## src/fetch_pkg.sv

```systemverilog
/*
  Fetch stage package
  Sizes, instruction opcodes, the redirect encoding and the structs passed
  between prefetcher, word FIFO, aligner and the IF/ID pipeline register
*/

package fetch_pkg;

  ////////////////////////////////////////
  // Sizes
  ////////////////////////////////////////

  // Fetched words held in the buffer, also the prefetcher credit limit
  localparam int FIFO_DEPTH = 4;
  localparam int PTR_W      = $clog2(FIFO_DEPTH);
  // Counters must reach FIFO_DEPTH itself
  localparam int CNT_W      = $clog2(FIFO_DEPTH + 1);
  // Word address width on the instruction memory port
  localparam int WADDR_W    = 30;

  // 32-bit opcodes produced by the compressed expansion
  localparam logic [6:0] OPC_OP_IMM = 7'b0010011;
  localparam logic [6:0] OPC_OP     = 7'b0110011;
  localparam logic [6:0] OPC_JAL    = 7'b1101111;

  ////////////////////////////////////////
  // Redirect
  ////////////////////////////////////////

  // Source of the next fetch address
  typedef enum logic [2:0] {
    PC_BOOT     = 3'd0,
    PC_JUMP     = 3'd1,
    PC_TRAP_EXC = 3'd2,
    PC_TRAP_IRQ = 3'd3,
    PC_MRET     = 3'd4
  } pc_mux_e;

  // Redirect command from the controller
  typedef struct packed {
    logic       valid;
    pc_mux_e    pc_mux;
    logic [4:0] irq_idx;    // vector index for PC_TRAP_IRQ
  } redirect_t;

  ////////////////////////////////////////
  // Datapath payloads
  ////////////////////////////////////////

  // One fetched word tagged with its word address
  typedef struct packed {
    logic [WADDR_W-1:0] addr;
    logic [31:0]        rdata;
  } fetch_word_t;

  // IF/ID pipeline register, its valid travels beside it
  typedef struct packed {
    logic [31:0] pc;
    logic [31:0] instr;               // expanded instruction
    logic [15:0] compressed_instr;    // original low halfword
    logic        compressed;
    logic        illegal_c;
  } if_id_t;

endpackage

```

## src/fetch_c_decoder.sv

```systemverilog
/*
  Compressed instruction expander
  Turns C.ADDI, C.LI, C.J and C.MV into 32-bit form, flags the rest
*/

`timescale 1ns/1ps

module fetch_c_decoder (
  input  logic [31:0] instr_i,
  output logic [31:0] instr_o,
  output logic        is_compressed_o,
  output logic        illegal_o
);

  import fetch_pkg::*;

  logic [15:0] c;

  // Only the low halfword matters for a compressed encoding
  assign c               = instr_i[15:0];
  assign is_compressed_o = (c[1:0] != 2'b11);

  always_comb begin
    instr_o   = instr_i;
    illegal_o = 1'b0;

    if (is_compressed_o) begin
      // Outside the subset the halfword passes through as illegal
      illegal_o = 1'b1;

      // funct3 and quadrant select the encoding
      case ({c[15:13], c[1:0]})

        5'b000_01: begin
          // C.ADDI -> addi rd, rd, sext(imm6)
          instr_o   = {{6{c[12]}}, c[12], c[6:2], c[11:7], 3'b000, c[11:7], OPC_OP_IMM};
          illegal_o = 1'b0;
        end

        5'b010_01: begin
          // C.LI -> addi rd, x0, sext(imm6)
          instr_o   = {{6{c[12]}}, c[12], c[6:2], 5'b00000, 3'b000, c[11:7], OPC_OP_IMM};
          illegal_o = 1'b0;
        end

        5'b101_01: begin
          // C.J -> jal x0, offset
          // Offset bits are scattered over the halfword
          instr_o   = {c[12], c[8], c[10:9], c[6], c[7], c[2], c[11], c[5:3],
                       c[12], {8{c[12]}}, 5'b00000, OPC_JAL};
          illegal_o = 1'b0;
        end

        5'b100_10: begin
          // C.MV -> add rd, x0, rs2
          // rs2 of zero is C.JR and bit 12 set is C.ADD, both outside the subset
          if (!c[12] && (c[6:2] != 5'b00000)) begin
            instr_o   = {7'b0000000, c[6:2], 5'b00000, 3'b000, c[11:7], OPC_OP};
            illegal_o = 1'b0;
          end
        end

        default: begin
          instr_o = instr_i;
        end

      endcase
    end
  end

endmodule

```

## src/fetch_prefetcher.sv

```systemverilog
/*
  Fetch prefetcher
  Picks the redirect target, issues word requests under a credit limit,
  tags in-order responses with their address and drops stale ones
*/

`timescale 1ns/1ps

module fetch_prefetcher (
  input  logic                            clk,
  input  logic                            rst_n,
  input  fetch_pkg::redirect_t            redirect_i,
  input  logic [31:0]                     boot_addr_i,
  input  logic [31:0]                     jump_target_i,
  input  logic [31:0]                     mepc_i,
  input  logic [23:0]                     mtvec_i,
  output logic                            req_valid_o,
  input  logic                            req_ready_i,
  output logic [fetch_pkg::WADDR_W-1:0]   req_addr_o,
  input  logic                            rsp_valid_i,
  input  logic [31:0]                     rsp_rdata_i,
  input  logic                            pop_i,
  output logic                            push_valid_o,
  output fetch_pkg::fetch_word_t          push_word_o,
  output logic [31:0]                     start_pc_o,
  output logic                            busy_o
);

  import fetch_pkg::*;

  logic [31:0]        target_pc;
  logic               active_q;
  logic [WADDR_W-1:0] fetch_addr_q;
  logic               req_fire;
  logic               rsp_drop;

  logic [CNT_W-1:0]   outstanding_q;
  logic [CNT_W-1:0]   outstanding_d;
  logic [CNT_W-1:0]   drop_q;
  logic [CNT_W-1:0]   drop_d;
  logic [CNT_W-1:0]   credit_q;
  logic [CNT_W-1:0]   credit_d;

  // In-order queue of request addresses
  logic [WADDR_W-1:0] aq_mem [FIFO_DEPTH];
  logic [PTR_W-1:0]   aq_wr_q;
  logic [PTR_W-1:0]   aq_rd_q;

  ////////////////////////////////////////
  // Target selection
  ////////////////////////////////////////

  always_comb begin
    case (redirect_i.pc_mux)
      PC_BOOT:     target_pc = {boot_addr_i[31:2], 2'b00};
      PC_JUMP:     target_pc = {jump_target_i[31:1], 1'b0};
      // All exceptions share the trap base
      PC_TRAP_EXC: target_pc = {mtvec_i, 8'h00};
      // Interrupts are vectored on the index
      PC_TRAP_IRQ: target_pc = {mtvec_i, 1'b0, redirect_i.irq_idx, 2'b00};
      PC_MRET:     target_pc = {mepc_i[31:1], 1'b0};
      default:     target_pc = {boot_addr_i[31:2], 2'b00};
    endcase
  end

  // Aligner starts from the halfword of the target
  assign start_pc_o = target_pc;

  ////////////////////////////////////////
  // Request side
  ////////////////////////////////////////

  // Credit only rises while stalled, so valid holds until accepted
  assign req_valid_o = active_q & (credit_q != '0);
  assign req_addr_o  = fetch_addr_q;
  assign req_fire    = req_valid_o & req_ready_i;
  assign busy_o      = (outstanding_q != '0);

  // Oldest responses belong to requests from before the last redirect
  assign rsp_drop     = rsp_valid_i & (drop_q != '0);
  assign push_valid_o = rsp_valid_i & (drop_q == '0);
  assign push_word_o  = '{addr: aq_mem[aq_rd_q], rdata: rsp_rdata_i};

  always_comb begin
    outstanding_d = outstanding_q + CNT_W'(req_fire) - CNT_W'(rsp_valid_i);
    if (redirect_i.valid) begin
      // Everything still in flight becomes stale
      drop_d   = outstanding_d;
      // Stale requests keep their credit until their response is dropped
      credit_d = CNT_W'(FIFO_DEPTH) - outstanding_d;
    end else begin
      drop_d   = drop_q - CNT_W'(rsp_drop);
      credit_d = credit_q - CNT_W'(req_fire) + CNT_W'(pop_i) + CNT_W'(rsp_drop);
    end
  end

  always_ff @(posedge clk or negedge rst_n) begin
    if (!rst_n) begin
      active_q      <= 1'b0;
      fetch_addr_q  <= '0;
      outstanding_q <= '0;
      drop_q        <= '0;
      credit_q      <= CNT_W'(FIFO_DEPTH);
      aq_wr_q       <= '0;
      aq_rd_q       <= '0;
    end else begin
      outstanding_q <= outstanding_d;
      drop_q        <= drop_d;
      credit_q      <= credit_d;
      aq_wr_q       <= aq_wr_q + PTR_W'(req_fire);
      aq_rd_q       <= aq_rd_q + PTR_W'(rsp_valid_i);
      if (redirect_i.valid) begin
        active_q     <= 1'b1;
        fetch_addr_q <= target_pc[31:2];
      end else if (!active_q) begin
        // Idle fetch address follows the boot address
        fetch_addr_q <= boot_addr_i[31:2];
      end else if (req_fire) begin
        fetch_addr_q <= fetch_addr_q + WADDR_W'(1);
      end
    end
  end

  // Address of each accepted request, read back with its response
  always_ff @(posedge clk) begin
    if (req_fire) begin
      aq_mem[aq_wr_q] <= fetch_addr_q;
    end
  end

endmodule

```

## src/fetch_word_fifo.sv

```systemverilog
/*
  Fetched word FIFO
  Circular buffer between prefetcher and aligner, flushed on redirect
*/

`timescale 1ns/1ps

module fetch_word_fifo (
  input  logic                   clk,
  input  logic                   rst_n,
  input  logic                   flush_i,
  input  logic                   push_valid_i,
  input  fetch_pkg::fetch_word_t push_word_i,
  output logic                   word_valid_o,
  output fetch_pkg::fetch_word_t word_o,
  input  logic                   word_ready_i
);

  import fetch_pkg::*;

  fetch_word_t      mem [FIFO_DEPTH];
  logic [PTR_W-1:0] wr_ptr_q;
  logic [PTR_W-1:0] rd_ptr_q;
  logic [CNT_W-1:0] count_q;
  logic             pop;

  ////////////////////////////////////////
  // Read side
  ////////////////////////////////////////

  // Head entry shows one cycle after its push
  assign word_valid_o = (count_q != '0);
  assign word_o       = mem[rd_ptr_q];
  assign pop          = word_valid_o & word_ready_i;

  ////////////////////////////////////////
  // Pointers and occupancy
  ////////////////////////////////////////

  // No full check, the prefetcher credit keeps pushes within depth
  always_ff @(posedge clk or negedge rst_n) begin
    if (!rst_n) begin
      wr_ptr_q <= '0;
      rd_ptr_q <= '0;
      count_q  <= '0;
    end else if (flush_i) begin
      // Whole buffer is emptied in one edge
      wr_ptr_q <= '0;
      rd_ptr_q <= '0;
      count_q  <= '0;
    end else begin
      wr_ptr_q <= wr_ptr_q + PTR_W'(push_valid_i);
      rd_ptr_q <= rd_ptr_q + PTR_W'(pop);
      count_q  <= count_q + CNT_W'(push_valid_i) - CNT_W'(pop);
    end
  end

  ////////////////////////////////////////
  // Storage
  ////////////////////////////////////////

  // A write during flush lands behind the reset pointers and is never read
  always_ff @(posedge clk) begin
    if (push_valid_i) begin
      mem[wr_ptr_q] <= push_word_i;
    end
  end

endmodule

```

## src/fetch_aligner.sv

```systemverilog
/*
  Fetch aligner
  Cuts halfword-aligned instructions out of the word stream, joins
  straddling 32-bit instructions and drives the IF/ID register
*/

`timescale 1ns/1ps

module fetch_aligner (
  input  logic                   clk,
  input  logic                   rst_n,
  input  logic                   flush_i,
  input  logic [31:0]            start_pc_i,
  input  logic                   word_valid_i,
  input  fetch_pkg::fetch_word_t word_i,
  output logic                   word_ready_o,
  output logic                   if_id_valid_o,
  output fetch_pkg::if_id_t      if_id_o,
  input  logic                   id_ready_i
);

  import fetch_pkg::*;

  // pc_q[1] also says which half of the head word comes next
  logic [31:0] pc_q;
  logic        res_valid_q;
  logic [15:0] res_q;
  logic        if_id_valid_q;
  if_id_t      if_id_q;

  logic [15:0] half_sel;
  logic [31:0] instr_raw;
  logic        instr_avail;
  logic        consume;
  logic        res_load;
  logic        load_en;
  logic        emit;

  logic [31:0] dec_instr;
  logic        dec_compressed;
  logic        dec_illegal;

  ////////////////////////////////////////
  // Instruction assembly
  ////////////////////////////////////////

  always_comb begin
    half_sel    = pc_q[1] ? word_i.rdata[31:16] : word_i.rdata[15:0];
    instr_raw   = word_i.rdata;
    instr_avail = 1'b0;
    consume     = 1'b0;
    res_load    = 1'b0;
    if (res_valid_q) begin
      // Straddling instruction completes with the low half of the next word
      instr_raw   = {word_i.rdata[15:0], res_q};
      instr_avail = word_valid_i;
    end else if (half_sel[1:0] != 2'b11) begin
      // Compressed, word leaves once its upper half is used
      instr_raw   = {16'h0000, half_sel};
      instr_avail = word_valid_i;
      consume     = pc_q[1];
    end else if (pc_q[1]) begin
      // 32-bit start in the upper half, park it and wait for the next word
      res_load    = word_valid_i;
    end else begin
      // Aligned 32-bit instruction takes the whole word
      instr_avail = word_valid_i;
      consume     = 1'b1;
    end
  end

  // Register takes a new entry when empty or when ID accepts the current one
  assign load_en      = ~if_id_valid_q | id_ready_i;
  assign emit         = instr_avail & load_en;
  assign word_ready_o = (emit & consume) | res_load;

  fetch_c_decoder i_c_decoder (
    .instr_i         (instr_raw),
    .instr_o         (dec_instr),
    .is_compressed_o (dec_compressed),
    .illegal_o       (dec_illegal)
  );

  ////////////////////////////////////////
  // PC, residue and IF/ID valid
  ////////////////////////////////////////

  always_ff @(posedge clk or negedge rst_n) begin
    if (!rst_n) begin
      pc_q          <= '0;
      res_valid_q   <= 1'b0;
      if_id_valid_q <= 1'b0;
    end else if (flush_i) begin
      // Restart at the redirect target, offset 2 skips the low half
      pc_q          <= start_pc_i;
      res_valid_q   <= 1'b0;
      if_id_valid_q <= 1'b0;
    end else begin
      if (res_load) begin
        res_valid_q <= 1'b1;
      end else if (emit) begin
        res_valid_q <= 1'b0;
      end
      if (emit) begin
        pc_q          <= pc_q + (dec_compressed ? 32'd2 : 32'd4);
        if_id_valid_q <= 1'b1;
      end else if (id_ready_i) begin
        if_id_valid_q <= 1'b0;
      end
    end
  end

  // Payload registers
  always_ff @(posedge clk) begin
    if (res_load) begin
      res_q <= half_sel;
    end
    if (emit) begin
      if_id_q.pc               <= pc_q;
      if_id_q.instr            <= dec_instr;
      if_id_q.compressed_instr <= instr_raw[15:0];
      if_id_q.compressed       <= dec_compressed;
      if_id_q.illegal_c        <= dec_illegal;
    end
  end

  assign if_id_valid_o = if_id_valid_q;
  assign if_id_o       = if_id_q;

endmodule

```

## src/fetch_stage.sv

```systemverilog
/*
  Instruction fetch stage top
  Prefetcher feeds the word FIFO, the aligner drains it into IF/ID
*/

`timescale 1ns/1ps

module fetch_stage (
  input  logic                          clk,
  input  logic                          rst_n,
  input  fetch_pkg::redirect_t          redirect_i,
  input  logic [31:0]                   boot_addr_i,
  input  logic [31:0]                   jump_target_i,
  input  logic [31:0]                   mepc_i,
  input  logic [23:0]                   mtvec_i,
  input  logic                          id_ready_i,
  input  logic                          req_ready_i,
  input  logic                          rsp_valid_i,
  input  logic [31:0]                   rsp_rdata_i,
  output logic                          req_valid_o,
  output logic [fetch_pkg::WADDR_W-1:0] req_addr_o,
  output logic                          if_id_valid_o,
  output fetch_pkg::if_id_t             if_id_o,
  output logic                          busy_o
);

  import fetch_pkg::*;

  // Prefetcher to FIFO
  logic        push_valid;
  fetch_word_t push_word;
  // FIFO to aligner
  logic        word_valid;
  fetch_word_t word;
  logic        word_ready;
  // Redirect target for the aligner
  logic [31:0] start_pc;

  ////////////////////////////////////////
  // Producer
  ////////////////////////////////////////

  // word_ready already includes word_valid, so it doubles as the pop
  fetch_prefetcher i_prefetcher (
    .clk           (clk),
    .rst_n         (rst_n),
    .redirect_i    (redirect_i),
    .boot_addr_i   (boot_addr_i),
    .jump_target_i (jump_target_i),
    .mepc_i        (mepc_i),
    .mtvec_i       (mtvec_i),
    .req_valid_o   (req_valid_o),
    .req_ready_i   (req_ready_i),
    .req_addr_o    (req_addr_o),
    .rsp_valid_i   (rsp_valid_i),
    .rsp_rdata_i   (rsp_rdata_i),
    .pop_i         (word_ready),
    .push_valid_o  (push_valid),
    .push_word_o   (push_word),
    .start_pc_o    (start_pc),
    .busy_o        (busy_o)
  );

  ////////////////////////////////////////
  // Buffer and consumer
  ////////////////////////////////////////

  fetch_word_fifo i_word_fifo (
    .clk          (clk),
    .rst_n        (rst_n),
    .flush_i      (redirect_i.valid),
    .push_valid_i (push_valid),
    .push_word_i  (push_word),
    .word_valid_o (word_valid),
    .word_o       (word),
    .word_ready_i (word_ready)
  );

  fetch_aligner i_aligner (
    .clk           (clk),
    .rst_n         (rst_n),
    .flush_i       (redirect_i.valid),
    .start_pc_i    (start_pc),
    .word_valid_i  (word_valid),
    .word_i        (word),
    .word_ready_o  (word_ready),
    .if_id_valid_o (if_id_valid_o),
    .if_id_o       (if_id_o),
    .id_ready_i    (id_ready_i)
  );

endmodule

```

## config.mk

```make
export PLATFORM = sky130hd
export DESIGN_NAME = fetch_stage
export DESIGN_NICKNAME = d
export VERILOG_FILES = /design/src/fetch_pkg.sv /design/src/fetch_c_decoder.sv /design/src/fetch_prefetcher.sv /design/src/fetch_word_fifo.sv /design/src/fetch_aligner.sv /design/src/fetch_stage.sv
export SDC_FILE = /design/constraint.sdc
export NUM_CORES = 1
export LEC_CHECK = 0
export ABC_AREA = 1
export BUFFER_PORTS_ARGS = -buffer_cell sky130_fd_sc_hd__clkbuf_2
export CAP_MARGIN = 20
export CORE_MARGIN = 1.5
export CORE_UTILIZATION = 56
export DETAILED_ROUTE_END_ITERATION = 8
export PLACE_DENSITY = 0.8
export SYNTH_ARGS = -nofsm -noshare
export SYNTH_HDL_FRONTEND = slang
export SYNTH_SLANG_ARGS = --single-unit
```

## constraint.sdc

```tcl
create_clock -name clk -period 8.7 [get_ports clk]
set_clock_uncertainty 0.05 [all_clocks]
set_input_delay 1.305 -clock clk [delete_from_list [all_inputs] [get_ports clk]]
set_output_delay 1.305 -clock clk [all_outputs]
set_load 0.01 [all_outputs]
```

After elaboration in Yosys (flattened, before gate mapping)
Memories as Yosys holds them, arrays and structs flattened.
Cells that the tools add are included.
{ "totals": {"register_bits": 183, "mem_bits_rw": 368, "inputBits": 166, "output_inout_bits": 115, "word_cells": 108, "memories": 2} }
{ "classes": {"n_addsub": 15, "eq_ne": 11, "muxes": 39, "n_bitwise": 10, "n_reduce_logical": 12} }
{ "mem_list": {"columns": ["name", "words", "width", "read_ports", "rd_clocked_by_memory_dff", "write_ports", "line_no", "text"], "rows": [
  ["i_word_fifo.mem", 4, 62, 1, 0, 1, "fetch_word_fifo.sv:21", "fetch_word_t mem [FIFO_DEPTH];"],
  ["i_prefetcher.aq_mem", 4, 30, 1, 0, 1, "fetch_prefetcher.sv:45", "logic [WADDR_W-1:0] aq_mem [FIFO_DEPTH];"]
]} }
{ "op_table": {"columns": ["op", "count"], "rows": [
  ["$pmux W32 S4", 2],
  ["$mux W32", 6],
  ["$mux W30", 3],
  ["$add A32 B32 Y32", 1],
  ["$add A30 B1 Y30 const B", 1],
  ["$mux W1", 20],
  ["$reduce_bool A3 Y1", 6],
  ["$mux W16", 1],
  ["$add A3 B1 Y3", 4],
  ["$mux W3", 4],
  ["$sub A3 B1 Y3", 4],
  ["$eq A5 B5 Y1 const B", 2],
  ["$add A2 B1 Y2", 4],
  ["$and A1 B1 Y1", 7],
  ["$eq A3 B2 Y1 const B", 2],
  ["$eq A5 B1 Y1 const B", 1],
  ["$eq A5 B4 Y1 const B", 1],
  ["$reduce_bool A5 Y1", 1],
  ["$mux W2", 2],
  ["$ne A2 B2 Y1 const B", 2],
  ["$eq A3 B1 Y1 const B", 1],
  ["$eq A3 B3 Y1 const B", 1],
  ["$logic_not A3 Y1", 1],
  ["$ne A3 B3 Y1 const B", 1],
  ["other kinds (8)", 9]
]} }

Depth between registers and ports, before layout
An unclocked memory read counts as a cell.
{ "logic_depth": {"word_depth": 11, "ltp_mapped": 21} }

Cells and area by module
From an unflattened synthesis, not the netlist that was laid out.
{ "hier_totals": {"cells_unflattened": 2678, "area_unflattened_um2": 25987.4} }
{ "by_module_without_submodules": {"columns": ["module", "n_inst", "cells_per_inst", "area_each_um2"], "rows": [
  ["fetch_word_fifo", 1, 768, 10201.0],
  ["fetch_prefetcher", 1, 1098, 8979.9],
  ["fetch_aligner", 1, 687, 6241.0],
  ["fetch_c_decoder", 1, 125, 565.5]
]} }

Worst setup path before layout
No wires, ideal clock.
{ "synth_path": {"kind": "input -> register", "startpoint": "input port id_ready_i", "endpoint": "register i_word_fifo.count_q[2]", "setup_time_ps": 86, "t_arrival_ps": 7308, "t_required_ps": 8564, "slack_ps": 1256, "cell_stages": 11, "n_path_buf": 0, "cell_sequence": "inv_1 -> a21oi_1 -> a31oi_1 -> inv_1 -> ha_1 -> inv_1 -> ha_1 -> inv_1 -> fa_1 -> and3_1 -> nor3_1"} }
{ "synth_between": {"elab_chain_len": 7} }
{ "synth_rtl": {"columns": ["item", "line_no", "text"], "rows": [
  ["start: declaration", "fetch_stage.sv:16", "input logic id_ready_i,"],
  ["$or A1 B1 Y1", "fetch_aligner.sv:73", "assign load_en = ~if_id_valid_q | id_ready_i;"],
  ["$and A1 B1 Y1", "fetch_aligner.sv:74", "assign emit = instr_avail & load_en;"],
  ["net i_aligner.emit", "fetch_aligner.sv:37", "logic emit;"],
  ["$and A1 B1 Y1", "fetch_aligner.sv:75", "assign word_ready_o = (emit & consume) | res_load;"],
  ["$or A1 B1 Y1", "fetch_aligner.sv:75", null],
  ["$and A1 B1 Y1", "fetch_word_fifo.sv:34", "assign pop = word_valid_o & word_ready_i;"],
  ["$sub A3 B1 Y3", "fetch_word_fifo.sv:54", "count_q <= count_q + CNT_W'(push_valid_i) - CNT_W'(pop);"],
  ["$mux W3", "fetch_word_fifo.sv:46", "end else if (flush_i) begin"],
  ["end signal: assignment", "fetch_word_fifo.sv:54", null],
  ["end: declaration", "fetch_word_fifo.sv:24", "logic [CNT_W-1:0] count_q;"]
]} }
The timed path passes the listed nets, and every way through them passes these cells.
A chain may end at the register's enable or synchronous reset.

Worst setup path in the final report
{ "layout_path": {"startpoint": "register i_word_fifo.rd_ptr_q[1]", "endpoint": "register i_word_fifo.count_q[2]"} }
{ "layout_between": {"elab_chain_len": 11, "elab_cells_between_ends": 15, "classes_between": "1 x add/sub; 1 x eq/ne; 8 x mux; 4 x bitwise; 1 x memory"} }
{ "layout_rtl": {"columns": ["item", "line_no", "text"], "rows": [
  ["start: declaration", "fetch_word_fifo.sv:23", "logic [PTR_W-1:0] rd_ptr_q;"],
  ["start signal: assignment", "fetch_word_fifo.sv:53", "rd_ptr_q <= rd_ptr_q + PTR_W'(pop);"],
  ["$mem_v2 Z4 W62", null, null],
  ["$mux W16", "fetch_aligner.sv:48", "half_sel = pc_q[1] ? word_i.rdata[31:16] : word_i.rdata[15:0];"],
  ["$ne A2 B2 Y1", "fetch_aligner.sv:57", "end else if (half_sel[1:0] != 2'b11) begin"],
  ["$mux W1", "fetch_aligner.sv:57", null],
  ["$mux W1", "fetch_aligner.sv:53", "if (res_valid_q) begin"],
  ["$and A1 B1 Y1", "fetch_aligner.sv:74", null],
  ["net i_aligner.emit", "fetch_aligner.sv:37", null],
  ["$and A1 B1 Y1", "fetch_aligner.sv:75", null],
  ["$or A1 B1 Y1", "fetch_aligner.sv:75", null],
  ["$and A1 B1 Y1", "fetch_word_fifo.sv:34", null],
  ["$sub A3 B1 Y3", "fetch_word_fifo.sv:54", null],
  ["$mux W3", "fetch_word_fifo.sv:46", null]
]} }
The timed path passes the listed nets, and every way through them passes these cells.

==> impl_metrics.ini <==
[floorplanning]
start_util_pct = 57.3
num_rows = 60
dieArea_um2 = 28600
die_x_um = 169
die_h_um = 169
fp.coreArea_um2 = 27000
ios = 281

[logic_synthesis]
yosysWarnings = 0
synth_area_per_cell_um2 = 9.22
synth_top_area_cell = edfxtp_1
synth_seq_cells = 305
netlist_top_cells_area = edfxtp_1 44%, dfrtp_1 13%, nand2_1 10%
yosysSeqAreaShare_pct = 56.6
synth_area_um2 = 15500
synthesis.nets = 1861
syn_inst = 1678
synthArstFlopShare_pct = 26.2
ys_types = 54
synth_top_area_share_pct = 43.7
synth_ff_type = edfxtp_1
synth_edf_count = 225

[global_route]
antenna_found_initial = 1
grt_pass1_wl_mm = 67.8
grt_pass1_vias = 11900
grt-ovfl-total = 0
grt_max_degree = 73
track_usage_pct = 30.8

[drt]
drtIter0Drc = 1789
routed_wirelength_mm = 45.0
ant_nets = 0
post_drt_wl_per_cell_um = 19.6
viasPerCell = 5.86
vias = 13400
firstDrtPassIters = 6
drc = 0

[power]
p_per_area_nw_per_um2 = 341
p_leak_nw = 7.85
ir_drop_mv = 0.198

[hold_path]
hold_path.class = flop to flop

[critical_path]
r2r_start = i_word_fifo.rd_ptr_q[1]
reg2reg_depth = 17
endpoint_kind = flop
start_kind = flop
critPathKind = flop to flop
reg2reg_to = i_word_fifo.count_q[2]
r2r_slack_ps = 4500
worstPathArrival_ps = 4630
endpoint = i_word_fifo.count_q[2]
path_max_fanout = 37
crit_path_start = i_word_fifo.rd_ptr_q[1]
cp_data_required_time_ps = 9130

[clocking]
cts.clk_slew.worst_paths_ps = 60
root_buffer = clkbuf_16
clock_sinks = 305
cts_resized = 0
postCtsSetupRepairBufs = 0
htree_levels = 1
clk_latency_ps = 570
cts_made_buffers = 30
hold_buffers = 0
cts_buffer_depth = 3
cts_tree = built

[layout]
nNetsFinal = 2112
sequential_cell_area_um2 = 8760
multiInputGateArea_um2 = 5740
syn2layout_area_growth_pct = 16.5
drive_gt1_share_pct = 20.1
nFillCells = 2139
fin_area_um2 = 18000

[placed_design]
detailed_place_hpwl_mm = 31.8
dp_slack_ps = 4540
port_buffers = 275
dpl_cell_area_um2 = 17100
gp_congestion = 0.944

[run_status]
status = complete, no violations

[timing]
max_freq_ghz = 0.238
finalHoldViolations = 0
rsz0062_at_grt = no
tightest_slew_ps = 960
max-slew-margin-rel_pct = 35.9
fin_tns_setup_ps = 0
slew_violations = 0
fin_crit_ps = 4200
finalWorstSetupSlack_ps = 4500
period_share_pct = 48.2
finalSetupViolations = 0
worst_hold_slack_ps = 472

[job]
max_cap_violations = 0
-- state kept, by name (all words and copies together) (netlist names) --
register,flops
i_word_fifo.rd_ptr_q,2
i_aligner.pc_q,31
i_aligner.res_valid_q,1
i_prefetcher.req_addr_o,30
i_prefetcher.drop_q,3
i_word_fifo.count_q,3
i_prefetcher.outstanding_q,3
i_aligner.res_q,16
i_prefetcher.credit_q,3
i_word_fifo.wr_ptr_q,2
i_word_fifo.mem,128
i_aligner.if_id_o,81
i_aligner.if_id_valid_o,1
i_prefetcher.active_q,1
-- through the flow --
stage	util, %	instances	total power [mW]
2_1_floorplan	-	1678	4.05
3_3_place_gp	63.2	2236	4.77
3_5_place_dp	63.2	2236	4.87
4_1_cts	66.5	2290	6.11
5_1_grt	66.7	2293	6.51
6_report	66.7	2293	6.15
-- cell usage after synthesis, types with 3 or more instances --
master	n
a21oi_1	75
a22oi_1	21
a31oi_1	29
a32o_1	6
a41oi_1	8
and2_1	6
buf_1	8
buf_2	12
buf_4	8
buf_6	9
clkbuf_1	40
dfrtp_1	79
edfxtp_1	225
fa_1	4
ha_1	13
inv_1	154
inv_2	10
nand2_1	429
nand2_2	9
nand2_4	3
nand3_1	103
nand3_2	3
nand3b_1	4
nand4_1	11
nor2_1	163
nor2_2	4
nor3_1	25
nor4_1	9
o211ai_1	16
o21ai_0	81
o21ai_1	20
o21ai_2	7
o31ai_1	7
o32ai_1	9
or2_2	3
xnor2_1	11
xor2_1	30
-- how the worst min path moves through the flow --
stage / start / endpoint / slack, ps / cells after the start
final: i_aligner.pc_q[10] / i_aligner.if_id_o[60] / 470 / 0
after detailed placement: i_aligner.pc_q[10] / i_aligner.if_id_o[60] / 450 / 0
after global placement: i_aligner.pc_q[10] / i_aligner.if_id_o[60] / 450 / 0
after floorplan: i_aligner.pc_q[1] / i_aligner.if_id_o[51] / 400 / 0
after CTS: i_aligner.pc_q[10] / i_aligner.if_id_o[60] / 470 / 0
after global routing: i_aligner.pc_q[13] / i_aligner.if_id_o[63] / 490 / 0
-- report_power, final --
group	switching, mW	total (mW)	internal, mW
Clock	0.534	1.23	0.691
Sequential	0.325	2.48	2.16
Combinational	1.67	2.44	0.773
Total	2.53	6.15	3.62
-- kinds of logic (layout without fill, tap and decap cells) --
family	after synthesis	after routing	synth area share [%]
buffers and inverters	243	516	6.62
flip-flops	305	305	56.6
other	1	2	0.0242
XOR/XNOR	41	41	2.32
AO/OA/AOI/OAI	291	291	11.5
AND/OR/NAND/NOR	780	780	21.4
adder cells (fa/ha/maj)	17	17	1.57
-- worst max-delay path, stage by stage, from the launching register on --
cell and delay, ps:
dfrtp_1 360, buf_4 240, inv_2 600, nand3_1 190
nand3_1 180, nor2_1 80, nand2_1 90, o21ai_0 170
a21oi_4 520, a31oi_1 300, inv_1 150, ha_1 230
inv_1 50, ha_1 130, inv_1 50, fa_1 370
and3_1 170, nor3_1 130
-- layout make-up --
cell class,count,share of cell area (%)
timing repair buffer,296,8.70
antenna,1,0.0139
clock inverter,15,0.715
sequential,305,48.6
inverter,166,3.45
clock buffer,39,4.35
multi-input combinational,1130,31.8
tap,341,2.37
-- placed cells by master (no fill, tap or decap), types with 30 or more instances in the layout --
| master | n |
|---|---|
| nand2_1 | 429 |
| clkbuf_2 | 274 |
| edfxtp_1 | 225 |
| nor2_1 | 163 |
| inv_1 | 153 |
| nand3_1 | 103 |
| o21ai_0 | 81 |
| dfrtp_1 | 78 |
| a21oi_1 | 74 |
| xor2_1 | 30 |
| clkbuf_16 | 30 |
-- metal layers --
metal	share of wire, %	vias up	track usage, %
li1	-	6203	-
met1	43	6439	46.8
met3	9.9	76	6.30
met5	0	-	0
met4	2.1	0	7.00
met2	45	722	45.6
Power figures use the tool's default switching activity.
